## src/source/eeprom_consts.svh

```systemverilog
`ifndef EEPROM_CONSTS_SVH
`define EEPROM_CONSTS_SVH

// upper nibble of every control byte this device answers to
`define EEPROM_DEVICE_CODE 4'b1010

`define EEPROM_DEPTH 2048
`define EEPROM_ADDR_W 11

// block select bits in the control byte, which form the upper address bits
`define EEPROM_BLOCK_W 3

`define EEPROM_SYNC_STAGES 2 // flops per input line before edge detection

`endif
```

## src/source/eeprom_if.sv

```systemverilog
`timescale 1ns/1ps
`default_nettype none

// bus conditions, all strobes aligned with sio_level
interface bus_event_if;
    logic start;
    logic stop;
    logic scl_rise;
    logic scl_fall;
    logic sio_level;

    modport source (output start, stop, scl_rise, scl_fall, sio_level);
    modport sink (input start, stop, scl_rise, scl_fall, sio_level);
endinterface


`default_nettype wire

```

## src/source/eeprom_bus_sync.sv

```systemverilog
`timescale 1ns/1ps
`default_nettype none

`include "eeprom_consts.svh"

module eeprom_bus_sync (
    input  logic sda,
    input  logic rst,
    input  logic scl,
    input  logic sio,
    bus_event_if.source ev
);
    logic [`EEPROM_SYNC_STAGES-1:0] scl_sync;
    logic [`EEPROM_SYNC_STAGES-1:0] sio_sync;
    logic scl_s;
    logic sio_s;
    logic scl_prev;
    logic sio_prev;

    assign scl_s = scl_sync[`EEPROM_SYNC_STAGES-1];
    assign sio_s = sio_sync[`EEPROM_SYNC_STAGES-1];

    // the previous value is the level that lines up with the registered strobes
    assign ev.sio_level = sio_prev;

    always_ff @(posedge sda)
    begin
        if (rst)
        begin
            scl_sync    <= '1; // idle bus is high on both wires
            sio_sync    <= '1;
            scl_prev    <= 1'b1;
            sio_prev    <= 1'b1;
            ev.scl_rise <= 1'b0;
            ev.scl_fall <= 1'b0;
            ev.start    <= 1'b0;
            ev.stop     <= 1'b0;
        end
        else
        begin
            scl_sync    <= {scl_sync[`EEPROM_SYNC_STAGES-2:0], scl};
            sio_sync    <= {sio_sync[`EEPROM_SYNC_STAGES-2:0], sio};
            scl_prev    <= scl_s;
            sio_prev    <= sio_s;
            ev.scl_rise <= scl_s && !scl_prev;
            ev.scl_fall <= !scl_s && scl_prev;
            // sio may only move while scl is high for a bus condition
            ev.start    <= scl_s && scl_prev && sio_prev && !sio_s;
            ev.stop     <= scl_s && scl_prev && !sio_prev && sio_s;
        end
    end

endmodule

`default_nettype wire

```

## src/flat_wrapper.sv

```systemverilog
// flat-port wrapper written by rule: the top's interface ports become plain ports
module eeprom_bus_sync_flat 
  (sda, rst, scl, sio, ev_start, ev_stop, ev_scl_rise, ev_scl_fall, ev_sio_level);
  bus_event_if ev_i ();
  input  logic sda;
  input  logic rst;
  input  logic scl;
  input  logic sio;
  output wire logic [$bits(ev_i.start)-1:0] ev_start;
  output wire logic [$bits(ev_i.stop)-1:0] ev_stop;
  output wire logic [$bits(ev_i.scl_rise)-1:0] ev_scl_rise;
  output wire logic [$bits(ev_i.scl_fall)-1:0] ev_scl_fall;
  output wire logic [$bits(ev_i.sio_level)-1:0] ev_sio_level;
  assign ev_start = ev_i.start;
  assign ev_stop = ev_i.stop;
  assign ev_scl_rise = ev_i.scl_rise;
  assign ev_scl_fall = ev_i.scl_fall;
  assign ev_sio_level = ev_i.sio_level;
  eeprom_bus_sync u_core (.sda(sda), .rst(rst), .scl(scl), .sio(sio), .ev(ev_i));
endmodule
```

## config.mk

```make
export PLATFORM = sky130hd
export DESIGN_NAME = eeprom_bus_sync_flat
export DESIGN_NICKNAME = d
export VERILOG_FILES = /design/src/source/eeprom_if.sv /design/src/source/eeprom_bus_sync.sv /design/src/flat_wrapper.sv
export VERILOG_INCLUDE_DIRS = /design/src /design/src/source
export SDC_FILE = /design/constraint.sdc
export NUM_CORES = 1
export LEC_CHECK = 0
export BUFFER_PORTS_ARGS = -buffer_cell sky130_fd_sc_hd__buf_2
export CELL_PAD_IN_SITES_DETAIL_PLACEMENT = 1
export CELL_PAD_IN_SITES_GLOBAL_PLACEMENT = 1
export CORE_AREA = 2 2 39 41
export DETAILED_ROUTE_END_ITERATION = 6
export DIE_AREA = 0 0 41 43
export GPL_ROUTABILITY_DRIVEN = 0
export PLACE_DENSITY_LB_ADDON = 0.1
export SKIP_LAST_GASP = 1
export SYNTH_ARGS = -nofsm -noshare
export SYNTH_HDL_FRONTEND = slang
export SYNTH_SLANG_ARGS = --single-unit
```

## constraint.sdc

```tcl
create_clock -name sda -period 2.03 [get_ports sda]
set_clock_uncertainty 0.1 [all_clocks]
set_input_delay 0.203 -clock sda [delete_from_list [all_inputs] [get_ports sda]]
set_output_delay 0.203 -clock sda [all_outputs]
set_load 0.05 [all_outputs]
```

After elaboration in Yosys (flattened, before gate mapping):

Cells that the tools add are included.

* reduce and logical (&&, ||, !) cells: 11

Operators with widths (number)
* 1-bit logical AND: 7
* 1-bit logical NOT: 4

* output and inout bits: 5
* flip-flop bits (word level): 10
* input bits: 4

Depth between registers and ports, before layout:

* depth after elaboration: 3
* gate-level depth with buffers: 2
* gate-level depth less buffers: 2

Worst setup path after synthesis:

No wires, ideal clock.

* path type: reg2reg
* start point: register u_core.sio_prev (netlist: u_core.ev.sio_level)
* end point: register u_core.ev.start
* cell stages (with the launch flop): 2
* period minus slack after synthesis: 1034 ps
* setup slack: 996 ps
* arrival time: 862 ps
* cell sequence: dfxtp_1 > nor3b_2

* cells in the longest elaborated chain, start to end: 2

RTL lines
* start, declared: RTL line eeprom_bus_sync.sv:18 `logic sio_prev;`
* start signal, assigned: RTL line eeprom_bus_sync.sv:44 `sio_prev <= sio_s;`
* 1-bit logical AND (2 in series): RTL line eeprom_bus_sync.sv:48 `ev.start <= scl_s && scl_prev && sio_prev && !sio_s;`
* end signal, assigned: RTL line eeprom_bus_sync.sv:48
* end, declared: RTL line eeprom_if.sv:12 `modport source (output start, stop, scl_rise, scl_fall, sio_level);`

No other way between the ends.
A chain may end at the register's enable or synchronous reset.

Final worst setup path:

* start point: register u_core.sio_prev (netlist: u_core.ev.sio_level)
* end point: output ev_sio_level

RTL lines
* end, declared: RTL line flat_wrapper.sv:13 `output wire logic [$bits(ev_i.sio_level)-1:0] ev_sio_level;`

No word-level cell between the ends.

==> metrics <==
R2R cell count 1; Vert. Die Dim around 43 um; fin area ~380 um2; Lkg Pwr about 0.16 nW; NumNets Final 38; worst setup path class flip-flop to primary output; Post-CTS Hold Buffers 0; Mapped Area about 300 um2; Post-synth EDFFs 0; MaxCap Viol Count 0; HP Class primary input to flip-flop; final hold viol count 0; top-count cell post-synth dfxtp_1; Sequential Area ~200 um2; Worst Tran Pin Value around 250 ps; Rows 14; Residual DRC 0; Core ar. between 0.001 and 0.0015 mm2; Hold Path Origin sio; warnings from Yosys 0; Final Cycle Share ~58%; total wire length 413 um; antenna-violating nets left 0; CTS tree yes; Remaining Overflow, GRT 0; Post-Syn Instances 21; Post-Syn Nets 25; DP Cell Count 45; Post-synth ARST share 0%; first-pass GRT wire length 676 um; maximum vdd drop between 200 and 300 uV; CP delay by family, top flip-flops; Max H-tree Level 1; Hold EP u_core.sio_sync[0]; CTS sink count 10; RSZ-0062 raised after global routing no; post_cts resized 0; required time worst endpoint 1730 ps; Final Util a little over a quarter; Horiz. Die Dim between 40 and 50 um; FF-to-FF End u_core.scl_prev; Vias/cell roughly 4.0; DP Worst Slack 1123 ps; synth unique cells 6; Total GRT Usage under 10%; Worst-Skew Late Latency approximately 250 ps; clk buf depth 2; DR vias about 190; CP Max Fanout 3; FMAX around 850 MHz; setup TNS 0 ps; WL/cell ~8.6 um; Post-DP Area around 360 um2; critical path's slowest cell dfxtp_1; pwr dens 935.2 mW/mm2; Worst Hold Path Cells 2; crit-path cells buf_2; synth cell count leaders dfxtp_1 (10), or2_1 (3), or2_2 (3); worst path bufs/invs 1; Reg clk slew, reported paths about 60 ps; startpoint types flip-flop; Pre-antenna DRT Iters 1; number of global-route vias before repair about 190; normalized max-slew margin a little over four fifths; Worst setup EP type primary output; CP arrival about 880 ps; Cell Count, Final, Fillers Out 48; status complete, no violations; register bit total from synthesis 10; Avg Inst Size Synth approximately 14 um2; Largest stage delay, worst path around 350 ps; max-slew violation count 0; area of the multi-input gates just under 100 um2; FF-to-FF setup slack roughly 1200 ps; post-synthesis sequential area ratio between 60% and 70%; initial antenna violation count 0; port bufs 8; die footprint about 0.0018 mm2; pin count of the biggest net entering global routing 10; layout cells sized above 1 a little over half; synth top area cells dfxtp_1 (67%), nor3b_2 (8.4%), nand3b_4 (6.7%); Synth Flop Type dfxtp_1; CTS root buffer clkbuf_4; Antenna Cells 0; # IOs 9; Synth area leader dfxtp_1; Yosys top cell area share between 60% and 70%; Final Worst Setup Slack about 850 ps; hold_ws around 22 ps; reg2reg start u_core.scl_sync[1]; final worst path period need about 1200 ps; # fillers ~160; CTS Buf Count 3; postcts setup bufs 0; Initial Utilization 21.52%; P&R area growth vs syn 27.73%; final setup fails 0; Design Power roughly 0.36 mW; number of DRC markers in iteration 0 0
[flip-flops by register name (all words and copies together) (netlist names)]
name	cells
u_core.scl_prev	1
u_core.ev.sio_level	1
u_core.ev.scl_rise	1
u_core.ev.scl_fall	1
u_core.ev.stop	1
u_core.sio_sync	2
u_core.scl_sync	2
u_core.ev.start	1
[power by group]
part	switching, mW	internal [mW]	total, mW
Sequential	0.00339	0.203	0.206
Combinational	0.0131	0.00967	0.0228
Clock	0.0589	0.0680	0.127
[layer usage]
metal,GRT usage [%],vias up,wire [um]
li1,-,92,-
met1,6.189,92,152
met2,8.125,8,212
met3,3.141,0,48
met4,10.00,0,0
met5,0,-,0
[cell families (layout without fill, tap and decap cells)]
kind of cell	Yosys count	after routing	share of synthesized area, %
buffers and inverters	0	11	0
and+or+nand+nor	11	11	32.77
DFF	10	10	67.23
[worst max-delay path by stage]
stage | startpoint | depth (start not counted) | to
after global placement | u_core.ev.sio_level | 1 | ev_sio_level
final | u_core.ev.sio_level | 1 | ev_sio_level
after CTS | u_core.ev.sio_level | 1 | ev_sio_level
after global routing | u_core.ev.sio_level | 1 | ev_sio_level
after floorplan | u_core.ev.sio_level | 1 | u_core.ev.start
after detailed placement | u_core.ev.sio_level | 1 | ev_sio_level
[layout make-up]
| type | instances | share of cell area [%] |
|---|---|---|
| sequential | 10 | 52.63 |
| multi-input combinational | 11 | 25.66 |
| timing repair buffer | 8 | 10.53 |
| clock buffer | 3 | 5.921 |
| tap | 16 | 5.263 |
[placed cells by master, fill, tap and decap left out, drive strengths merged]
cell     n
dfxtp   10
buf      8
or2      6
nor3b    4
clkbuf   3
nand3b   1
No activity file was read; power rests on OpenSTA's default activity.
