<file path="src/source/eeprom_consts.svh">
`ifndef EEPROM_CONSTS_SVH
`define EEPROM_CONSTS_SVH

// upper nibble of every control byte this device answers to
`define EEPROM_DEVICE_CODE 4'b1010

`define EEPROM_DEPTH 2048
`define EEPROM_ADDR_W 11

// block select bits in the control byte, which form the upper address bits
`define EEPROM_BLOCK_W 3

`define EEPROM_SYNC_STAGES 2 // flops per input line before edge detection

`endif
</file>
<file path="src/source/eeprom_pkg.sv">
`default_nettype none

`include "eeprom_consts.svh"

package eeprom_pkg;

    typedef logic [7:0] byte_t;
    typedef logic [`EEPROM_ADDR_W-1:0] mem_addr_t;
    typedef logic [`EEPROM_BLOCK_W-1:0] block_t;
    typedef logic [3:0] bit_count_t; // bit slots seen in the current byte

    // idle also covers the control byte that follows a START
    typedef enum logic [2:0] {
        idle,
        get_address,
        get_data,
        write_pending,
        send_data,
        wait_stop
    } ctrl_state_t;

endpackage

`default_nettype wire

</file>
<file path="src/source/eeprom_if.sv">
`timescale 1ns/1ps
`default_nettype none

// bus conditions, all strobes aligned with sio_level
interface bus_event_if;
    logic start;
    logic stop;
    logic scl_rise;
    logic scl_fall;
    logic sio_level;

    modport source (output start, stop, scl_rise, scl_fall, sio_level);
    modport sink (input start, stop, scl_rise, scl_fall, sio_level);
endinterface

interface byte_link_if
    import eeprom_pkg::*;
();
    byte_t rx_byte;
    logic byte_done;
    logic master_ack;
    logic ack_seen;
    logic ack_enable;
    logic send_mode;
    logic tx_load;
    byte_t tx_byte;

    modport shifter (
        output rx_byte, byte_done, master_ack, ack_seen,
        input ack_enable, send_mode, tx_load, tx_byte
    );
    modport control (
        input rx_byte, byte_done, master_ack, ack_seen,
        output ack_enable, send_mode, tx_load, tx_byte
    );
endinterface

`default_nettype wire

</file>
<file path="src/source/eeprom_control.sv">
`timescale 1ns/1ps
`default_nettype none

`include "eeprom_consts.svh"

module eeprom_control
    import eeprom_pkg::*;
(
    input  logic sda,
    input  logic rst,
    bus_event_if.sink ev,
    byte_link_if.control link,
    output logic mem_we,
    output logic mem_re,
    output mem_addr_t mem_addr,
    output byte_t mem_wdata,
    input  byte_t mem_rdata
);
    ctrl_state_t state;
    block_t block;
    mem_addr_t addr;
    byte_t wdata;
    logic read_wait; // read data from the array is valid in this cycle
    logic dev_match;

    assign dev_match = (link.rx_byte[7:4] == `EEPROM_DEVICE_CODE);

    assign mem_addr  = addr;
    assign mem_wdata = wdata;

    assign link.send_mode = (state == send_data);
    assign link.tx_load   = read_wait;
    assign link.tx_byte   = mem_rdata;

    always_ff @(posedge sda)
    begin
        if (rst)
        begin
            state           <= idle;
            addr            <= '0;
            link.ack_enable <= 1'b0;
            mem_we          <= 1'b0;
            mem_re          <= 1'b0;
            read_wait       <= 1'b0;
        end
        else
        begin
            mem_we    <= ev.stop && (state == write_pending); // commit only on STOP
            mem_re    <= 1'b0;
            read_wait <= mem_re;
            // the ack covers exactly one slot and the ninth rising edge ends it
            if (ev.scl_rise)
                link.ack_enable <= 1'b0;
            if (ev.start || ev.stop)
            begin
                state           <= idle;
                link.ack_enable <= 1'b0;
            end
            else
            begin
                case (state)
                    idle:
                        if (link.byte_done)
                        begin
                            if (!dev_match)
                                state <= wait_stop;
                            else if (link.rx_byte[0])
                            begin
                                link.ack_enable <= 1'b1;
                                mem_re          <= 1'b1; // first byte from the current address
                                state           <= send_data;
                            end
                            else
                            begin
                                link.ack_enable <= 1'b1;
                                state           <= get_address;
                            end
                        end
                    get_address:
                        if (link.byte_done)
                        begin
                            addr            <= {block, link.rx_byte};
                            link.ack_enable <= 1'b1;
                            state           <= get_data;
                        end
                    get_data:
                        if (link.byte_done)
                        begin
                            link.ack_enable <= 1'b1;
                            state           <= write_pending;
                        end
                    send_data:
                        if (link.ack_seen)
                        begin
                            if (link.master_ack)
                            begin
                                addr   <= addr + mem_addr_t'(1); // wraps at the top of the array
                                mem_re <= 1'b1;
                            end
                            else
                                state <= wait_stop;
                        end
                    default:
                        state <= state; // extra bytes are not acknowledged
                endcase
            end
        end
    end

    always_ff @(posedge sda)
    begin
        if (state == idle && link.byte_done && !link.rx_byte[0])
            block <= link.rx_byte[3:1];
        if (state == get_data && link.byte_done)
            wdata <= link.rx_byte;
    end

endmodule

`default_nettype wire

</file>
<file path="src/flat_wrapper.sv">
// flat-port wrapper written by rule: the top's interface ports become plain ports
module eeprom_control_flat import eeprom_pkg::*;
  (sda, rst, mem_we, mem_re, mem_addr, mem_wdata, mem_rdata, ev_start, ev_stop, ev_scl_rise, ev_scl_fall, ev_sio_level, link_rx_byte, link_byte_done, link_master_ack, link_ack_seen, link_ack_enable, link_send_mode, link_tx_load, link_tx_byte);
  bus_event_if ev_i ();
  byte_link_if link_i ();
  input  logic sda;
  input  logic rst;
  output logic mem_we;
  output logic mem_re;
  output mem_addr_t mem_addr;
  output byte_t mem_wdata;
  input  byte_t mem_rdata;
  input wire logic [$bits(ev_i.start)-1:0] ev_start;
  input wire logic [$bits(ev_i.stop)-1:0] ev_stop;
  input wire logic [$bits(ev_i.scl_rise)-1:0] ev_scl_rise;
  input wire logic [$bits(ev_i.scl_fall)-1:0] ev_scl_fall;
  input wire logic [$bits(ev_i.sio_level)-1:0] ev_sio_level;
  input wire logic [$bits(link_i.rx_byte)-1:0] link_rx_byte;
  input wire logic [$bits(link_i.byte_done)-1:0] link_byte_done;
  input wire logic [$bits(link_i.master_ack)-1:0] link_master_ack;
  input wire logic [$bits(link_i.ack_seen)-1:0] link_ack_seen;
  output wire logic [$bits(link_i.ack_enable)-1:0] link_ack_enable;
  output wire logic [$bits(link_i.send_mode)-1:0] link_send_mode;
  output wire logic [$bits(link_i.tx_load)-1:0] link_tx_load;
  output wire logic [$bits(link_i.tx_byte)-1:0] link_tx_byte;
  assign ev_i.start = ev_start;
  assign ev_i.stop = ev_stop;
  assign ev_i.scl_rise = ev_scl_rise;
  assign ev_i.scl_fall = ev_scl_fall;
  assign ev_i.sio_level = ev_sio_level;
  assign link_i.rx_byte = link_rx_byte;
  assign link_i.byte_done = link_byte_done;
  assign link_i.master_ack = link_master_ack;
  assign link_i.ack_seen = link_ack_seen;
  assign link_ack_enable = link_i.ack_enable;
  assign link_send_mode = link_i.send_mode;
  assign link_tx_load = link_i.tx_load;
  assign link_tx_byte = link_i.tx_byte;
  eeprom_control u_core (.sda(sda), .rst(rst), .ev(ev_i), .link(link_i), .mem_we(mem_we), .mem_re(mem_re), .mem_addr(mem_addr), .mem_wdata(mem_wdata), .mem_rdata(mem_rdata));
endmodule
</file>
<file path="config.mk">
export PLATFORM = sky130hd
export DESIGN_NAME = eeprom_control_flat
export DESIGN_NICKNAME = d
export VERILOG_FILES = /design/src/source/eeprom_pkg.sv /design/src/source/eeprom_if.sv /design/src/source/eeprom_control.sv /design/src/flat_wrapper.sv
export VERILOG_INCLUDE_DIRS = /design/src /design/src/source
export SDC_FILE = /design/constraint.sdc
export NUM_CORES = 1
export LEC_CHECK = 0
export BUFFER_PORTS_ARGS = -buffer_cell sky130_fd_sc_hd__buf_4
export CORE_MARGIN = 3
export CORE_UTILIZATION = 43
export CTS_CLUSTER_SIZE = 25
export DETAILED_ROUTE_END_ITERATION = 6
export GPL_TIMING_DRIVEN = 0
export PLACE_DENSITY = 0.81
export SLEW_MARGIN = 40
export SYNTH_ARGS = -nofsm -noshare
export SYNTH_HDL_FRONTEND = slang
export SYNTH_SLANG_ARGS = --single-unit
</file>
<file path="constraint.sdc">
create_clock -name sda -period 1.8 [get_ports sda]
set_clock_uncertainty 0.1 [all_clocks]
set_input_delay 0.18 -clock sda [delete_from_list [all_inputs] [get_ports sda]]
set_output_delay 0.18 -clock sda [all_outputs]
set_load 0.05 [all_outputs]
</file>
* Word level (Yosys, flattened, before mapping)
Cells that the tools add are included.
Word-level totals: output and inout port bits 32, input port bits 26, logic and storage cells 57, bits in registers 29
Operators by class: equality and inequality tests 11, add/sub/neg operators 1, mux-type cells 23, reductions and logical operators 13, bitwise operators 1
Operators by type and width (count):
- two-way mux 11 bit | 3
- case mux 11 bit (2 select lines) | 1
- two-way mux 3 bit | 7
- != test 2 bit, second input constant | 6
- case mux 3 bit (4 select lines) | 1
- adder 11 x 1 -> 11 bit, second input constant | 1
- two-way mux 1 bit | 9
- == test 3 x 2 -> 1 bit, second input constant | 2
- AND reduction 6 bit | 1
- AND reduction 5 bit | 1
- == test 4 bit, second input constant | 1
- logical AND 1 bit | 4
- case mux 1 bit (2 select lines) | 2
- nonzero test 4 bit | 1
- OR reduction 2 bit | 2
- == test 3 x 1 -> 1 bit, second input constant | 1
- == test 3 bit, second input constant | 1
- zero test 3 bit | 1
- nonzero test 2 bit | 1
- zero test 1 bit | 1
- logical OR 1 bit | 1
- inverter 1 bit | 1

* Logic depth before layout (Yosys ltp)
depth after elaboration 4, mapped depth 7, depth with buffers taken out 5

* Worst setup path after synthesis
No wires, ideal clock.
path type reg2reg, start reg u_core.state[2], end reg u_core.addr[5] (netlist: u_core.mem_addr[5]), library setup time 0.078 ns, cell stages (with the launch flop) 8, buffers on the path 2, data required time 1.622 ns, clock period less this slack 2.068 ns, data arrival time 1.891 ns, setup slack -0.268 ns, cells stage by stage dfxtp_1 buf_4 or3b_1 clkbuf_1 clkinv_1 and4_1 o21a_1 nor3_1
On the way: cells in the longest elaborated chain, start to end 3, elaborated cells on any way between the ends 8, those cells by class 5 x eq/ne; 1 x mux; 2 x reduce/logical
RTL lines:
- start, declared | RTL line eeprom_control.sv:19 | ctrl_state_t state;
- start signal, assigned | RTL line eeprom_control.sv:39 | state <= idle;
- start signal, assigned | RTL line eeprom_control.sv:56 | state <= idle;
- start signal, assigned | RTL line eeprom_control.sv:66 | state <= wait_stop;
- == test 3 bit *
- via link_send_mode | RTL line flat_wrapper.sv:23 | output wire logic [$bits(link_i.send_mode)-1:0] link_send_mode;
- != test 2 bit (no line) or nonzero test 2 bit (tied branches)
- AND reduction 5 bit (no line)
- end signal, assigned | RTL line eeprom_control.sv:82 | addr <= {block, link.rx_byte};
- end signal, assigned | RTL line eeprom_control.sv:97 | addr <= addr + mem_addr_t'(1);
- end, declared | RTL line eeprom_control.sv:21 | mem_addr_t addr;
The timed path passes the listed nets; every way through them passes the cells marked *. A chain may end at the register's enable or synchronous reset.

* Final worst setup path
start reg u_core.state[2], end out link_send_mode
On the way: cells in the longest elaborated chain, start to end 1
RTL lines:
- == test 3 bit | RTL line eeprom_control.sv:31 | assign link.send_mode = (state == send_data);
- end, declared | RTL line flat_wrapper.sv:23
Every way passes these cells.

==> results by group <==
Power and ir drop
  • Worst vdd ir: about 0.47 mV
  • Switching Fraction: 22.4%
  • Share of total power in the clock network: 42.8%
  • Internal power contribution: 1.21 mW
  • Final total power: 1.56 mW
  • Comb pwr share: between 10 and 15%
  • Power density over the cells: 714 nW/um^2
  • Net switching power: 0.349 mW
  • Flop pwr share: 44.4%
  • Cell leakage power: 0.872 nW

Floorplan
  • Die height: 64.6 um
  • Effective utilization at floorplan: 46.8%
  • Core area: 3150 um^2
  • I/O pin count: 58
  • Die Outline Area: ~4200 um^2
  • Die width: between 60 and 70 um
  • Row count: 20

Logic synthesis
  • Netlist cell types: 42
  • Top post-synthesis cells by area: sky130_fd_sc_hd__dfxtp_1 24%, sky130_fd_sc_hd__edfxtp_1 22%, sky130_fd_sc_hd__buf_4 5.6%
  • Synth Flop Type: sky130_fd_sc_hd__dfxtp_1
  • Number of cells produced by synthesis: 157
  • Register area share after synthesis: a little under half
  • Area fraction of the dominant cell type after synthesis: 24.4%
  • Number of storage elements in the synthesis netlist: 29
  • Yosys warning count: 0
  • Cell Area, Synth: 1480 um^2
  • Ys async rst share: 0%
  • Library cell with the largest summed area after synthesis: sky130_fd_sc_hd__dfxtp_1
  • Post-synth EDFFs: 11
  • Post-synthesis average cell area: 9.40 um^2
  • Synthesized netlist net count: roughly 180

STA
  • Final critical delay including setup and external delays: 1760 ps
  • Final setup fails: 0
  • Slew of the pin with the lowest slew margin: 755 ps
  • Final max-slew violation count: 0
  • Final period util: 97.7%
  • Number of hold violations in the final report: 0
  • Relative slew slack: roughly 49%
  • Top achievable clock speed: 0.568 GHz
  • Fin Hold WS: 22.5 ps
  • Unrepaired setup endpoints after global routing: true

Clocking
  • CTS buffer count: 5
  • Clock tree from TritonCTS: done
  • Insertion delay to the later sink of the worst-skew pair: 330 ps
  • CTS H-tree lvls: 2
  • Clock input transition at the sequential cells of the worst setup and hold paths: ~90 ps
  • Sinks on the clock net: 29
  • Buffer cell driving the clock tree root: sky130_fd_sc_hd__clkbuf_4
  • Max Buffers Root-to-Sink: 2

Setup path
  • Critical path type: reg2out
  • Maximum fanout count along the critical path: 10
  • Cell at the slowest stage of the critical path: sky130_fd_sc_hd__or3b_4
  • Reg-to-reg setup timing slack: 50 ps
  • Arrival time of the worst setup path: 1480 ps
  • Launching point of the worst reg2reg path: u_core.state[2]$_SDFFE_PP0P_
  • Required arrival time at the worst endpoint: between 1500 and 2000 ps
  • Longest individual stage delay on the worst path: 440 ps
  • Kind of launch point of the worst setup path: flop
  • Endpoint of the most critical register-to-register path: u_core.mem_addr[3]$_SDFFE_PP0P_
  • Worst-case reg-to-reg path depth: 6
  • Element type at the critical path end: output port
  • Worst-path cell chain: buf_6 -> or3b_4 -> inv_4 -> buf_8

Global route
  • Global route total overflow: 0
  • Met2 track demand over resource: 29.9%
  • First-pass GRT wire length: 6300 um
  • Met1 usage in global routing: 26.1%
  • Total Routing Usage GR: 19.3%
  • Pin count of the biggest net entering global routing: 11
  • Global-route layer with the greatest usage: met2
  • Vias in the first global route: between 1k and 1.5k
  • Number of antenna violations at the first check in global routing: 0
  • Met3 usage in global routing: 4.68%

Detailed routing
  • Routed WL per cell: 14.3 um
  • Number of optimization iterations in the first detailed-route pass: 4
  • Detailed-route vias per instance: roughly 5.6
  • Detailed router's first-iteration violation count: roughly 110
  • DRC violation count after routing: 0
  • Wirelength, routed: around 3900 um
  • Antenna Violating Nets Remaining: 0
  • Vias after detailed routing: 1,508

Final layout
  • Cell area after layout: roughly 2200 um^2
  • Antenna cell count: 0
  • Final Net Count: 253
  • Fill cells: 274
  • Combined area of the multi-input logic cells: 681 um^2
  • Layout cells sized above 1: about two fifths
  • Reg area: 694 um^2
  • Area added between synthesis and finish: 47.8%
  • Core utilization of the finished layout: 69.1%

Job
  • Max-cap violation count: 0

Placement
  • Post-detail-place hpwl: 2730 um
  • Instance area after placement: 1890 um^2
  • Global placement routability congestion: 0.936
  • IO Port Bufs: between 40 and 50

Hold path
  • Number of stages on the worst hold path: 3
  • Worst Hold Launch: link_byte_done
  • End point of the most critical hold path: u_core.state[2]$_SDFFE_PP0P_
  • Type of the worst min-delay path: in2reg

Outcome
  • Outcome: finished, final reports clean
-- state kept, by name, indices dropped and copies added (netlist names) --
name                    count
u_core.mem_wdata            8
u_core.block                3
u_core.mem_addr            11
u_core.link.ack_enable      1
u_core.mem_we               1
u_core.link.tx_load         1
u_core.state                3
u_core.mem_re               1
-- cell usage after synthesis, types with 4 or more instances --
| master | n |
|---|---|
| sky130_fd_sc_hd__nor3_1 | 4 |
| sky130_fd_sc_hd__nand3_1 | 8 |
| sky130_fd_sc_hd__buf_4 | 11 |
| sky130_fd_sc_hd__nand2b_1 | 4 |
| sky130_fd_sc_hd__o21ai_0 | 14 |
| sky130_fd_sc_hd__a21oi_1 | 16 |
| sky130_fd_sc_hd__a31oi_1 | 4 |
| sky130_fd_sc_hd__nor2_1 | 11 |
| sky130_fd_sc_hd__dfxtp_1 | 18 |
| sky130_fd_sc_hd__edfxtp_1 | 11 |
| sky130_fd_sc_hd__nand2_1 | 6 |
-- power by group through the flow --
stage	combinational (mW)	clock, mW	sequential (mW)
after floorplan	0.0961	0	0.713
after global placement	0.170	0	0.706
after detailed placement	0.172	0	0.706
after CTS	0.195	0.674	0.691
after global routing	0.213	0.709	0.693
final	0.199	0.667	0.691
-- cells in the final DEF, fill, tap and decap left out, drive strengths merged, types with 3 or more instances in the layout --
cell type	Yosys	layout
a21oi	16	16
a31oi	4	4
and2	5	5
and3	4	4
buf	15	68
clkbuf	2	6
dfxtp	18	18
dlygate4sd3	0	10
edfxtp	11	11
nand2	6	6
nand2b	4	4
nand3	8	8
nand4b	3	3
nor2	11	11
nor3	4	4
o21ai	14	14
-- critical path, delay by kind of cell, from the launching register on --
| kind | cells | cell delay [ps] |
|---|---|---|
| buffers and inverters | 3 | 370 |
| AND/OR/NAND/NOR | 1 | 440 |
| flip-flops | 1 | 340 |
-- cell families after synthesis --
| group | count (synthesis) | synth area share, % |
|---|---|---|
| AOI/OAI and AO/OA | 46 | 18.9 |
| and+or+nand+nor | 62 | 24.6 |
| DFF | 29 | 46.8 |
| buffers and inverters | 19 | 8.82 |
| adders and majority gates | 1 | 0.848 |
-- how the worst max path moves through the flow --
stage / slack [ps] / end / start
after floorplan: 5 / u_core.mem_addr[5]$_SDFFE_PP0P_ / u_core.state[2]$_SDFFE_PP0P_
after global placement: -90 / u_core.mem_wdata[6]$_DFFE_PP_ / u_core.state[2]$_SDFFE_PP0P_
after detailed placement: -70 / u_core.mem_addr[9]$_SDFFE_PP0P_ / u_core.state[1]$_SDFFE_PP0P_
after CTS: 0.5 / u_core.mem_addr[9]$_SDFFE_PP0P_ / u_core.state[1]$_SDFFE_PP0P_
after global routing: -30 / u_core.mem_addr[9]$_SDFFE_PP0P_ / u_core.state[2]$_SDFFE_PP0P_
final: 40 / link_send_mode / u_core.state[2]$_SDFFE_PP0P_
-- metal layers --
metal / vias up / share of wire (%)
li1: 721 / -
met5: - / 0
met3: 11 / 9.5
met2: 87 / 46
met4: 0 / 2.0
met1: 689 / 43
-- metrics by stage --
stage / worst slack, ps / instances / TNS, ps
final: 41.0 / 271 / 0
after detailed placement: -66.6 / 248 / -256
after CTS: 0.547 / 269 / 0
after global placement: -88.6 / 248 / -894
after global routing: -34.1 / 271 / -134
after floorplan: 5.18 / 157 / 0
-- timing repair --
| action | 4_1_cts | 5_1_grt |
|---|---|---|
| pin swaps | 1 | 3 |
| hold buffers | 10 | 0 |
| setup endpoints to repair | 8 | 6 |
| endpoints found under the hold margin | 15 | 0 |
| setup buffers | 4 | 2 |
| resized for setup | 5 | 9 |
-- layout make-up --
class	instances	area share (%)
clock inverters	3	2.99
repair buffers	63	23.2
plain buffers	16	6.03
clock buffers	5	1.72
flip-flops and latches	29	31.9
inverters	2	0.459
multi-input cells	109	31.2
well taps	44	2.53
No activity file was read; power rests on OpenSTA's default activity.
