$ cat src/source/eeprom_consts.svh
`ifndef EEPROM_CONSTS_SVH
`define EEPROM_CONSTS_SVH

// upper nibble of every control byte this device answers to
`define EEPROM_DEVICE_CODE 4'b1010

`define EEPROM_DEPTH 2048
`define EEPROM_ADDR_W 11

// block select bits in the control byte, which form the upper address bits
`define EEPROM_BLOCK_W 3

`define EEPROM_SYNC_STAGES 2 // flops per input line before edge detection

`endif
$ cat src/source/eeprom_pkg.sv
`default_nettype none

`include "eeprom_consts.svh"

package eeprom_pkg;

    typedef logic [7:0] byte_t;
    typedef logic [`EEPROM_ADDR_W-1:0] mem_addr_t;
    typedef logic [`EEPROM_BLOCK_W-1:0] block_t;
    typedef logic [3:0] bit_count_t; // bit slots seen in the current byte

    // idle also covers the control byte that follows a START
    typedef enum logic [2:0] {
        idle,
        get_address,
        get_data,
        write_pending,
        send_data,
        wait_stop
    } ctrl_state_t;

endpackage

`default_nettype wire

$ cat src/source/eeprom_if.sv
`timescale 1ns/1ps
`default_nettype none

// bus conditions, all strobes aligned with sio_level
interface bus_event_if;
    logic start;
    logic stop;
    logic scl_rise;
    logic scl_fall;
    logic sio_level;

    modport source (output start, stop, scl_rise, scl_fall, sio_level);
    modport sink (input start, stop, scl_rise, scl_fall, sio_level);
endinterface

interface byte_link_if
    import eeprom_pkg::*;
();
    byte_t rx_byte;
    logic byte_done;
    logic master_ack;
    logic ack_seen;
    logic ack_enable;
    logic send_mode;
    logic tx_load;
    byte_t tx_byte;

    modport shifter (
        output rx_byte, byte_done, master_ack, ack_seen,
        input ack_enable, send_mode, tx_load, tx_byte
    );
    modport control (
        input rx_byte, byte_done, master_ack, ack_seen,
        output ack_enable, send_mode, tx_load, tx_byte
    );
endinterface

`default_nettype wire

$ cat src/source/eeprom_shifter.sv
`timescale 1ns/1ps
`default_nettype none

module eeprom_shifter
    import eeprom_pkg::*;
(
    input  logic sda,
    input  logic rst,
    bus_event_if.sink ev,
    byte_link_if.shifter link,
    output logic sio_drive_low
);
    logic active;   // between START and STOP
    logic slot_end; // ninth rising edge seen, slot closes on the next fall
    bit_count_t bit_cnt;
    byte_t rx_shift;
    byte_t tx_shift;
    logic data_rise;
    logic ack_rise;
    logic ack_fall;
    logic end_fall;
    logic tx_fall;

    assign data_rise = active && ev.scl_rise && (bit_cnt < 4'd8);
    assign ack_rise  = active && ev.scl_rise && (bit_cnt == 4'd8);
    assign ack_fall  = active && ev.scl_fall && (bit_cnt == 4'd8);
    assign end_fall  = active && ev.scl_fall && slot_end;

    // bits 6 down to 0 of a transmitted byte are put out on these falls
    assign tx_fall = active && ev.scl_fall && link.send_mode
                     && (bit_cnt != 4'd0) && (bit_cnt < 4'd8);

    assign link.rx_byte = rx_shift;

    always_ff @(posedge sda)
    begin
        if (rst)
        begin
            active         <= 1'b0;
            slot_end       <= 1'b0;
            bit_cnt        <= '0;
            link.byte_done <= 1'b0;
            link.ack_seen  <= 1'b0;
            sio_drive_low  <= 1'b0;
        end
        else
        begin
            link.byte_done <= data_rise && (bit_cnt == 4'd7);
            // while the slave acks its own read command there is no master ack
            link.ack_seen  <= ack_rise && link.send_mode && !link.ack_enable;
            if (ev.start || ev.stop)
            begin
                active        <= ev.start;
                slot_end      <= 1'b0;
                bit_cnt       <= '0;
                sio_drive_low <= 1'b0;
            end
            else
            begin
                if (data_rise)
                    bit_cnt <= bit_cnt + 4'd1;
                if (ack_rise)
                begin
                    bit_cnt  <= '0;
                    slot_end <= 1'b1;
                end
                if (ack_fall)
                    sio_drive_low <= link.ack_enable;
                else if (end_fall)
                begin
                    slot_end      <= 1'b0;
                    sio_drive_low <= link.send_mode && !tx_shift[7]; // MSB of next byte
                end
                else if (tx_fall)
                    sio_drive_low <= !tx_shift[6];
            end
        end
    end

    always_ff @(posedge sda)
    begin
        if (data_rise)
            rx_shift <= {rx_shift[6:0], ev.sio_level};
        if (ack_rise)
            link.master_ack <= !ev.sio_level; // low in the ninth slot is an ack
        if (link.tx_load)
            tx_shift <= link.tx_byte;
        else if (tx_fall)
            tx_shift <= {tx_shift[6:0], 1'b0};
    end

endmodule

`default_nettype wire

$ cat src/flat_wrapper.sv
// flat-port wrapper written by rule: the top's interface ports become plain ports
module eeprom_shifter_flat import eeprom_pkg::*;
  (sda, rst, sio_drive_low, ev_start, ev_stop, ev_scl_rise, ev_scl_fall, ev_sio_level, link_rx_byte, link_byte_done, link_master_ack, link_ack_seen, link_ack_enable, link_send_mode, link_tx_load, link_tx_byte);
  bus_event_if ev_i ();
  byte_link_if link_i ();
  input  logic sda;
  input  logic rst;
  output logic sio_drive_low;
  input wire logic [$bits(ev_i.start)-1:0] ev_start;
  input wire logic [$bits(ev_i.stop)-1:0] ev_stop;
  input wire logic [$bits(ev_i.scl_rise)-1:0] ev_scl_rise;
  input wire logic [$bits(ev_i.scl_fall)-1:0] ev_scl_fall;
  input wire logic [$bits(ev_i.sio_level)-1:0] ev_sio_level;
  output wire logic [$bits(link_i.rx_byte)-1:0] link_rx_byte;
  output wire logic [$bits(link_i.byte_done)-1:0] link_byte_done;
  output wire logic [$bits(link_i.master_ack)-1:0] link_master_ack;
  output wire logic [$bits(link_i.ack_seen)-1:0] link_ack_seen;
  input wire logic [$bits(link_i.ack_enable)-1:0] link_ack_enable;
  input wire logic [$bits(link_i.send_mode)-1:0] link_send_mode;
  input wire logic [$bits(link_i.tx_load)-1:0] link_tx_load;
  input wire logic [$bits(link_i.tx_byte)-1:0] link_tx_byte;
  assign ev_i.start = ev_start;
  assign ev_i.stop = ev_stop;
  assign ev_i.scl_rise = ev_scl_rise;
  assign ev_i.scl_fall = ev_scl_fall;
  assign ev_i.sio_level = ev_sio_level;
  assign link_rx_byte = link_i.rx_byte;
  assign link_byte_done = link_i.byte_done;
  assign link_master_ack = link_i.master_ack;
  assign link_ack_seen = link_i.ack_seen;
  assign link_i.ack_enable = link_ack_enable;
  assign link_i.send_mode = link_send_mode;
  assign link_i.tx_load = link_tx_load;
  assign link_i.tx_byte = link_tx_byte;
  eeprom_shifter u_core (.sda(sda), .rst(rst), .ev(ev_i), .link(link_i), .sio_drive_low(sio_drive_low));
endmodule
$ cat config.mk
export PLATFORM = sky130hd
export DESIGN_NAME = eeprom_shifter_flat
export DESIGN_NICKNAME = d
export VERILOG_FILES = /design/src/source/eeprom_pkg.sv /design/src/source/eeprom_if.sv /design/src/source/eeprom_shifter.sv /design/src/flat_wrapper.sv
export VERILOG_INCLUDE_DIRS = /design/src /design/src/source
export SDC_FILE = /design/constraint.sdc
export NUM_CORES = 1
export LEC_CHECK = 0
export BUFFER_PORTS_ARGS = -buffer_cell sky130_fd_sc_hd__buf_2
export CAP_MARGIN = 0
export CELL_PAD_IN_SITES_DETAIL_PLACEMENT = 1
export CELL_PAD_IN_SITES_GLOBAL_PLACEMENT = 2
export CORE_MARGIN = 5
export CORE_UTILIZATION = 30
export DETAILED_ROUTE_END_ITERATION = 12
export GPL_ROUTABILITY_DRIVEN = 0
export HOLD_SLACK_MARGIN = 0.03
export PLACE_DENSITY = 0.73
export SLEW_MARGIN = 25
export SYNTH_ARGS = -nofsm -noshare
export SYNTH_HDL_FRONTEND = slang
export SYNTH_SLANG_ARGS = --single-unit
$ cat constraint.sdc
create_clock -name sda -period 1.99 [get_ports sda]
set_input_delay 0.2985 -clock sda [delete_from_list [all_inputs] [get_ports sda]]
set_output_delay 0.2985 -clock sda [all_outputs]
set_load 0.02 [all_outputs]
# --- Word-level counts from Yosys, hierarchy flattened ---
# Index checks and enable logic that the tools add are counted.
# W data, S select, Z words.
op_classes:
  add_sub_neg: 1
  order_cmp: 1
  n_eq_ne: 2
  mux: 8
  reduce_logical: 23
ops:
  columns: ["operator", "n"]
  rows:
  - ["$mux W8", 2]
  - ["$logic_and A1 B1 Y1", 13]
  - ["$mux W1", 6]
  - ["$add A4 B1 Y4 const B", 1]
  - ["$eq A4 B3 Y1 const B", 1]
  - ["$eq A4 B4 Y1 const B", 1]
  - ["$logic_not A1 Y1", 4]
  - ["$lt A4 B4 Y1 const B", 1]
  - ["$reduce_bool A4 Y1", 1]
  - ["$reduce_bool A3 Y1", 1]
  - ["$reduce_or A3 Y1", 1]
  - ["$reduce_bool A2 Y1", 1]
  - ["$reduce_or A2 Y1", 1]
  - ["$logic_or A1 B1 Y1", 1]
totals:
  regBits: 26
  in_bits: 18
  out_inout_bits: 12
  word_cells: 44

# --- Depth between registers and ports, before layout ---
# Gate-level depths: netlist of the first run.
depth:
  word_depth: 7
  mapped_depth: 6
  ltp_nobuf: 6

# --- Worst setup path before layout of the first run ---
# Ideal clock, no wire load.
synth_path:
  path_kind: "register to register"
  start: "register u_core.bit_cnt[0]"
  end: "register u_core.tx_shift[0], enable pin"
  setup_time_ps: 309
  arrival_ps: 1167
  slack_ps: 514
  stages_incl_launch_ff: 6
  n_path_buf: 0
  synth_period_minus_slack_ps: 1476
  cell_sequence: "dfxtp_1 inv_1 ha_1 nor2b_1 nor4_1 or2_2"
synth_via:
  elab_chain_len: 4
synth_rtl:
  columns: ["item", "line_no", "source"]
  rows:
  - ["from (decl)", "eeprom_shifter.sv:15", "bit_count_t bit_cnt;"]
  - ["from (signal assigned)", "eeprom_shifter.sv:61", "bit_cnt <= bit_cnt + 4'd1;"]
  - ["branches (longest 2 deep; another with $lt A4 B4 Y1)", null, null]
  - ["$logic_and A1 B1 Y1 *", "eeprom_shifter.sv:31", "&& (bit_cnt != 4'd0) && (bit_cnt < 4'd8);"]
  - ["$reduce_bool A2 Y1 (no line) *", null, null]
  - ["to (signal assigned)", "eeprom_shifter.sv:87", "tx_shift <= link.tx_byte;"]
  - ["to (signal assigned)", "eeprom_shifter.sv:89", "tx_shift <= {tx_shift[6:0], 1'b0};"]
  - ["to (decl)", "eeprom_shifter.sv:17", "byte_t tx_shift;"]
# Mark *: on every way between the ends.
# A chain may end at the register's enable or synchronous reset.

# --- Worst setup path in the final report of the first run ---
layout_path:
  start: "register u_core.bit_cnt[0]"
  end: "register u_core.tx_shift[1], enable pin"
# Same word-level chain as after synthesis.

==> results of run 1 <==
## metrics by stage
step / cells / setup slack [ns]
2_1_floorplan: 79 / 0.514
3_3_place_gp: 152 / 0.365
3_5_place_dp: 152 / 0.326
4_1_cts: 156 / 0.311
5_1_grt: 156 / 0.186
6_report: 156 / 0.349
## state kept, by name, indices dropped and copies added (netlist names)
| signal | count |
|---|---|
| u_core.active | 1 |
| u_core.bit_cnt | 4 |
| u_core.link.ack_seen | 1 |
| u_core.link.byte_done | 1 |
| u_core.link.master_ack | 1 |
| u_core.link.rx_byte | 8 |
| u_core.sio_drive_low | 1 |
| u_core.slot_end | 1 |
| u_core.tx_shift | 8 |
## placed cells by master, fill, tap and decap left out
master / netlist / layout
or4_1: 1 / 1
nor3b_1: 1 / 1
ha_1: 2 / 2
clkbuf_4: 0 / 3
nor2b_1: 1 / 1
and3b_2: 1 / 1
nand2_2: 1 / 1
or2_2: 1 / 1
nor4_1: 2 / 2
nor2_1: 7 / 7
bufinv_16: 0 / 1
inv_1: 6 / 6
buf_2: 0 / 29
nand2_1: 5 / 5
a21oi_1: 3 / 3
nand3_1: 2 / 2
dfxtp_1: 9 / 9
o31ai_1: 1 / 1
and2_2: 1 / 1
o211ai_1: 1 / 1
xnor2_1: 1 / 1
mux2_2: 7 / 7
a41oi_1: 1 / 1
edfxtp_1: 17 / 17
o32a_2: 1 / 1
o21ai_0: 1 / 1
and2_1: 2 / 2
xor2_1: 1 / 1
nor3_1: 1 / 1
## layout make-up
cell class,instances,area [um^2],share of cell area [%]
Sequential cell,26,691,53.9
Multi-Input combinational cell,45,313,24.4
Timing Repair Buffer,29,145,11.3
Tap cell,46,57.6,4.49
Clock inverter,1,30.0,2.34
Clock buffer,3,22.5,1.76
Inverter,6,22.5,1.76
## report_power, final
group | internal (mW) | switching [mW] | total, mW | leakage (nW)
clock | 0.204 | 0.165 | 0.369 | 0.0279
sequential | 0.595 | 0.00724 | 0.603 | 0.234
combinational | 0.0320 | 0.0345 | 0.0665 | 0.240
total | 0.831 | 0.207 | 1.04 | 0.502
## how the worst max path moves through the flow
stage,slack [ns],depth (start not counted),from,to
after CTS,0.31,5,u_core.bit_cnt[0]$_SDFFE_PP0P_,u_core.tx_shift[3]$_DFFE_PP_
after floorplan,0.51,5,u_core.bit_cnt[0]$_SDFFE_PP0P_,u_core.tx_shift[0]$_SDFFCE_PN0P_
after detailed placement,0.33,5,u_core.bit_cnt[0]$_SDFFE_PP0P_,u_core.tx_shift[0]$_SDFFCE_PN0P_
final,0.35,5,u_core.bit_cnt[0]$_SDFFE_PP0P_,u_core.tx_shift[1]$_DFFE_PP_
after global placement,0.37,5,u_core.bit_cnt[0]$_SDFFE_PP0P_,u_core.tx_shift[2]$_DFFE_PP_
after global routing,0.19,5,u_core.bit_cnt[0]$_SDFFE_PP0P_,u_core.tx_shift[7]$_DFFE_PP_
## logic make-up (layout without fill, tap and decap cells)
group / count (synthesis) / in the layout / share of synthesized area [%]
AO/OA/AOI/OAI: 8 / 8 / 5.33
XOR/XNOR: 2 / 2 / 1.70
adder cells (fa/ha/maj): 2 / 2 / 2.42
buffers and inverters: 8 / 39 / 2.91
flip-flops: 26 / 26 / 66.8
multiplexers: 7 / 7 / 7.63
AND/OR/NAND/NOR: 26 / 26 / 13.2
## routing by layer
metal | up-vias | share of wire (%) | GRT usage (%)
li1 | 344 | - | -
met1 | 321 | 44 | 10.7
met2 | 24 | 45 | 16.7
met3 | 4 | 8.6 | 3.73
met4 | 0 | 1.8 | 5.84
met5 | - | 0 | 0
==> reports/metrics.csv, run 1 <==
metric,value,unit
status,completed,
cp_slowest_cell,dfxtp_1,
startpoint_type,register,
holdPathStages,2,
hold_viol_final,0,
synth_most_common_cell,edfxtp_1,
firstDrtPassIters,2,
end_kind,register,
cts_tree,done,
placed_area,1230,um^2
grt_pass1_wl,3310,um
dp_hpwl,1520,um
final_cell_area,1280,um^2
power_density,811,nW/um^2
crit_buf_inv,1,
hold_class,in -> reg,
worstReg2RegStart,u_core.bit_cnt[0]$_SDFFE_PP0P_,
total_power,1.04,mW
grt_pass1_vias,715,
worstPathRequired,2.04,ns
core_area,3340,um^2
die_x,68.7,um
slew_headroom,74.9,%
pin_count,30,
drv_cap,0,
ys_types,27,
critPathTopFamily,simple AND/OR/NAND/NOR gates,
syn_nets,99,
r2r_slack,0.35,ns
avgSynthCellArea,13.1,um^2
ys_seq_elements,26,
syn_area,1030,um^2
drt-wirelength-per-cell,12.9,um
synth_top_area_share,49.4,%
fmax,0.610,GHz
grt_start_max_net_pins,16,
synth_cells,79,
r2r_end,u_core.tx_shift[1]$_DFFE_PP_,
rsz0062_at_grt,no,
io_buffers,29,
ctsHoldBuffers,0,
grt_overflow_total,0,
drive_above_1_share,40.9,%
start_util,31.0,%
clk_latency,0.33,ns
finalSetupTns,0,ns
diodes,0,
slew_viol_final,0,
peakVddDrop,373,uV
layout.nets,131,
critPathKind,reg -> reg,
vias,693,
critPathMaxStageDelay,0.42,ns
fin_util,38.4,%
holdCritStartpoint,link_ack_enable,
rows,21,
cp_cell_sequence,inv_1 -> ha_1 -> nor2b_1 -> nor4_1 -> or2_2,
antenna_found_initial,0,
synth_common_cells,"edfxtp_1 (17), dfxtp_1 (9), mux2_2 (7), nor2_1 (7), inv_1 (6)",
drcViolationCount,0,
die_h,68.7,um
path_clk_slew,0.14,ns
grtUsageTotal,9.96,%
cts_resized,0,
synthTopCellsByArea,"edfxtp_1 (49%), dfxtp_1 (17%), mux2_2 (7.6%), nor2_1 (2.5%), ha_1 (2.4%)",
fillCellCount,377,
arrival,1.69,ns
ys.warnings.count,0,
setup_viol,0,
min_to,u_core.link.ack_seen$_SDFF_PP0_,
syn_to_final_growth,24.0,%
synth_area_leader_cell,edfxtp_1,
fp.dieArea,4720,um^2
p_leak,0.502,nW
worstPathMaxFanout,8,
min_period_over_period,82.4,%
htreeDepth,1,
worst_slew_pin_slew,0.373,ns
synth_flop_cell,edfxtp_1,
cts.sinks,26,
vias_per_cell,4.44,
clockRootBuffer,clkbuf_4,
ys_seq_area_share,66.8,%
synth_edf_count,17,
final_antenna_net_count,0,
cts_inserted_buffers,3,
finClkSkew,0.00153,ns
hold_ws,0.121,ns
post-cts-setup-buffer-count,0,
finalCriticalPeriod,1.64,ns
ff2ff_path_depth,5,
wirelength,2020,um
drt_iter0_markers,24,
cts_buffer_depth,2,
synthArstFlopShare,0,%
Note: power is estimated with default switching activity, not from simulation.
==> inputs of run 2 (changes only) <==
CORE_UTILIZATION = 29   (was 30)
PLACE_DENSITY = 0.74   (was 0.73)
clock period = 1.5 ns   (was 1.99 ns; I/O delays follow)
==> reports/metrics.csv, run 2 (same netlist as run 1, synthesis figures left out) <==
metric,value,unit,change
grt_overflow_total,0,,unchanged
p_sw,0.270,mW,+31%
place_ws,-0.138,ns,-0.464 ns
clk_latency,0.33,ns,about the same
layout_commonest_cell,buf_2,,
die_h,69.7,um,+1.5%
antenna_found_initial,0,,unchanged
pwr-share-seq,58.0,%,about the same
hold_class,in -> reg,,
slew_viol_final,0,,unchanged
firstDrtPassIters,4,,+2
grt_pass1_wl,3780,um,+14%
finalCriticalPeriod,1.43,ns,-0.206 ns
swShare,19.6,%,-0.32 points
startpoint_type,register,,
rsz0062_at_grt,yes,,
status,completed,,
drt_iter0_markers,16,,-33%
arrival,1.49,ns,-0.20 ns
slew_headroom,75.9,%,+0.97 points
power_density,1020,nW/um^2,+25%
cts_inserted_buffers,3,,unchanged
layout.nets,137,,+4.6%
die_x,69.7,um,+1.5%
syn_to_final_growth,31.2,%,
cts_buffer_depth,2,,unchanged
setup_viol,0,,unchanged
diodes,0,,unchanged
clockRootBuffer,clkbuf_4,,
worst_slack,0.0651,ns,-0.284 ns
drcViolationCount,0,,unchanged
worst_slew_pin_slew,0.359,ns,-0.0144 ns
p_clk_share,35.0,%,-0.6 points
p_leak,0.544,nW,+8.3%
grtUsageTotal,9.71,%,-0.25 points
min_period_over_period,95.7,%,+13 points
cts_tree,done,,
wl_met2,1080,um,+18%
rows,21,,unchanged
core_area,3390,um^2,+1.6%
hold_viol_final,0,,unchanged
grt_pass1_vias,814,,+14%
finClkSkew,0.00688,ns,+0.00535 ns
power_frac_comb,7.1,%,+0.7 points
wl_met3,140,um,-20%
pin_count,30,,unchanged
final_antenna_net_count,0,,unchanged
vias,728,,+5.1%
total_power,1.38,mW,+33%
worstPathMaxFanout,8,,unchanged
drv_cap,0,,unchanged
fp.dieArea,4860,um^2,+2.9%
end_kind,register,,
p_int,1.11,mW,+33%
m1WireLength,945,um,+5.9%
drt-wirelength-per-cell,13.6,um,+5.5%
path_clk_slew,0.14,ns,about the same
fmax,0.697,GHz,+14%
wirelength,2210,um,+9.5%
top_layer,met4,,
hold_ws,0.0694,ns,-0.0519 ns
vias_per_cell,4.49,,+1.2%
cts.sinks,26,,unchanged
peakVddDrop,407,uV,+9.2%
io_buffers,29,,unchanged
htreeDepth,1,,unchanged
final_cell_mix,"buf_2 (29), edfxtp_1 (17), mux2_2 (7), nor2_1 (7), dfxtp_1 (7)",,
drive_above_1_share,50.0,%,+9.1 points
grt_start_max_net_pins,16,,unchanged
worstPathRequired,1.55,ns,-0.49 ns
dp_hpwl,1700,um,+11%
ctsHoldBuffers,0,,unchanged
start_util,30.5,%,-0.48 points
critPathKind,reg -> reg,,
-- run 2: cell types whose count changed in the layout (fill, tap and decap cells not counted), moves of 2 or more --
cell / change
buf_4: +6
dfxtp_1: -2
dfxtp_2: +2
inv_1: -2
inv_2: +2
-- run 2: critical path, cell delays in order (launching register included) --
cell	delay (ns)
dfxtp_2	0.36
inv_2	0.04
ha_2	0.16
nor2b_4	0.13
nor4_4	0.24
or2_4	0.23
-- run 2: worst paths after layout --
check                                                       from                                to  slack, ns  depth (start not counted)
worst max-delay path              u_core.bit_cnt[0]$_SDFFE_PP0P_  u_core.tx_shift[0]$_SDFFCE_PN0P_       0.07                          5
worst min-delay path                             link_ack_enable   u_core.link.ack_seen$_SDFF_PP0_       0.07                          2
worst max register to register    u_core.bit_cnt[0]$_SDFFE_PP0P_  u_core.tx_shift[0]$_SDFFCE_PN0P_       0.07                          5
worst min register to register  u_core.link.rx_byte[1]$_DFFE_PP_  u_core.link.rx_byte[2]$_DFFE_PP_       0.47                          0
-- run 2: stage by stage --
| step | TNS [ns] | cell area, um^2 | cells | utilization, % |
|---|---|---|---|---|
| 5_1_grt | -0.0357 | 1360 | 162 | 40.0 |
| 6_report | 0 | 1360 | 162 | 40.0 |
| 4_1_cts | 0 | 1360 | 162 | 40.0 |
| 3_3_place_gp | -0.120 | 1270 | 158 | 37.6 |
| 3_5_place_dp | -1.10 | 1270 | 158 | 37.6 |
| 2_1_floorplan | 0 | 1030 | 79 | - |
-- run 2: power groups by stage --
stage | registers [mW] | clock network, mW | logic, mW
2_1_floorplan | 0.821 | 0 | 0.0430
3_3_place_gp | 0.814 | 0 | 0.0921
3_5_place_dp | 0.815 | 0 | 0.0954
4_1_cts | 0.799 | 0.502 | 0.0993
5_1_grt | 0.802 | 0.525 | 0.107
6_report | 0.799 | 0.482 | 0.0973
-- run 2: layer usage --
layer / vias up / global-route usage, %
met5: - / 0
met3: 5 / 2.90
met1: 346 / 11.1
met4: 0 / 4.47
met2: 22 / 16.6
li1: 355 / -
-- run 2: repair_timing --
action,4_1_cts,5_1_grt
setup endpoints to repair,9,9
pin swaps,4,2
gates resized for setup,8,2
setup buffers,0,0
-- run 2: area by class of cell --
| cell class | count | area [um^2] |
|---|---|---|
| Clock inverter | 1 | 30.0 |
| Clock buffer | 3 | 22.5 |
| Fill cell | 380 | 2030 |
| Sequential cell | 26 | 693 |
| Inverter | 6 | 22.5 |
| Timing Repair Buffer | 35 | 190 |
| Tap cell | 46 | 57.6 |
| Multi-Input combinational cell | 45 | 340 |
==> inputs of run 3 (changes only) <==
RECOVER_POWER = 25   (was not set)
clock period = 1.2 ns   (was 1.5 ns; I/O delays follow)
==> reports/metrics.csv, run 3 (same netlist as run 1, synthesis figures left out) <==
metric,value,unit,change
stdcell_count,167,,+3.1%
peakVddDrop,445,uV,+9.3%
path_clk_slew,0.15,ns,about the same
grtUsageTotal,10.1,%,+0.37 points
cp_slowest_cell,or4_1,,
finClkSkew,0.00708,ns,+0.000196 ns
slew_viol_final,0,,unchanged
slew_headroom,63.6,%,-12 points
status,"complete, but fails checks",,
end_kind,register,,
drt-wirelength-per-cell,14.0,um,+2.9%
failed_checks,setup timing,,
worstReg2RegStart,u_core.bit_cnt[1]$_SDFFE_PP0P_,,
diodes,0,,unchanged
arrival,1.61,ns,+0.12 ns
firstDrtPassIters,4,,unchanged
vias,767,,+5.4%
drcViolationCount,0,,unchanged
grt_overflow_total,0,,unchanged
crit_buf_inv,1,,unchanged
startpoint_type,register,,
critPathTopFamily,simple AND/OR/NAND/NOR gates,,
r2r_slack,-0.18,ns,-0.25 ns
worst_slack,-0.181,ns,-0.246 ns
antenna_found_initial,0,,unchanged
cts_inserted_buffers,3,,unchanged
final_cell_mix,"buf_2 (27), edfxtp_1 (17), buf_4 (8), mux2_2 (7), nor2_1 (7)",,
die_x,69.7,um,unchanged
cts_buffer_depth,2,,unchanged
layout.nets,142,,+3.6%
dp_hpwl,1800,um,+6.4%
drv_cap,0,,unchanged
final_antenna_net_count,0,,unchanged
grt_start_max_net_pins,16,,unchanged
hold_ws,0.0702,ns,+0.000824 ns
cts.sinks,26,,unchanged
vias_per_cell,4.59,,+2.2%
layout_commonest_cell,buf_2,,
grt_pass1_vias,822,,+0.98%
min_period_over_period,115,%,+19 points
worst-path-stages,6,,+1
fmax,0.724,GHz,+3.9%
fin_util,43.0,%,+3.0 points
critPathMaxStageDelay,0.40,ns,+0.04 ns
setup.worst_path.start,u_core.bit_cnt[1]$_SDFFE_PP0P_,,
finalCriticalPeriod,1.38,ns,-0.0538 ns
worst_slew_pin_slew,0.542,ns,+0.183 ns
r2r_end,u_core.sio_drive_low$_SDFFE_PP0P_,,
final_cell_area,1460,um^2,+7.4%
dpl.cell_count,159,,+0.63%
pin_count,30,,unchanged
grt_pass1_wl,3900,um,+3.1%
cp_cell_sequence,inv_2 -> ha_4 -> nor2b_4 -> or4_1 -> o211ai_1 -> a21oi_1,,
start_util,30.5,%,unchanged
setup_viol,15,,+15
worstPathRequired,1.43,ns,-0.12 ns
io_buffers,29,,unchanged
critPathKind,reg -> reg,,
clk_latency,0.33,ns,about the same
clockRootBuffer,clkbuf_4,,
p_leak,0.570,nW,+4.8%
hold_class,in -> reg,,
syn_to_final_growth,40.9,%,
cp-endpoint,u_core.sio_drive_low$_SDFFE_PP0P_,,
hold_viol_final,0,,unchanged
placed_area,1330,um^2,+4.0%
finalSetupTns,-1.77,ns,-1.77 ns
die_h,69.7,um,unchanged
ff2ff_path_depth,6,,+1
core_area,3390,um^2,unchanged
rsz0062_at_grt,yes,,
drt_iter0_markers,13,,-3
drive_above_1_share,53.7,%,+3.7 points
total_power,1.76,mW,+28%
power_density,1210,nW/um^2,+19%
fp.dieArea,4860,um^2,unchanged
place_ws,-0.315,ns,-0.177 ns
htreeDepth,1,,unchanged
worstPathMaxFanout,4,,-4
wirelength,2340,um,+6.1%
rows,21,,unchanged
cts_tree,done,,
run 3: changes by cell type in the layout (fill, tap and decap cells not counted), moves of 2 or more:
| cell | previous run | this run |
|---|---|---|
| buf_2 | 29 | 27 |
| dfxtp_2 | 2 | 4 |
| clkbuf_1 | 0 | 2 |
| dfxtp_1 | 7 | 5 |
| buf_4 | 6 | 8 |
| dlygate4sd3_1 | 0 | 2 |
run 3: repair_timing:
action	4_1_cts	5_1_grt
setup endpoints to repair	15	25
endpoints found under the hold margin	2	0
cloned	0	0
hold buffers	2	0
gates resized for setup	4	6
pin swaps	3	2
buffers inserted	1	1
run 3: power breakdown:
| part | internal (mW) | switching [mW] |
|---|---|---|
| clock | 0.338 | 0.280 |
| sequential | 0.988 | 0.0107 |
| combinational | 0.0694 | 0.0722 |
run 3: layer usage:
metal	part of all wire (%)	wire length, um	vias to the layer above	GRT usage [%]
li1	-	-	365	-
met1	39	911	366	11.9
met2	51	1190	29	17.2
met3	7.4	174	7	2.61
met4	2.8	66	0	4.47
met5	0	0	-	0
run 3: worst min-delay path by stage:
stage                 start                          endpoint  slack, ns  cells after the start
2_1_floorplan           rst        u_core.active$_SDFFE_PP0P_       0.25                      1
3_3_place_gp   ev_sio_level  u_core.link.rx_byte[0]$_DFFE_PP_       0.38                      1
3_5_place_dp   ev_sio_level  u_core.link.rx_byte[0]$_DFFE_PP_       0.38                      1
4_1_cts                 rst        u_core.active$_SDFFE_PP0P_       0.04                      2
5_1_grt                 rst   u_core.link.ack_seen$_SDFF_PP0_       0.07                      2
6_report                rst        u_core.active$_SDFFE_PP0P_       0.07                      2
run 3: cell type report:
cell class              instances  area, um^2
flip-flops and latches         26         696
well taps                      46        57.6
clock inverters                 1        30.0
inverters                       6        22.5
clock buffers                   3        22.5
multi-input cells              45         385
repair buffers                 40         243
fillers                       376        1930
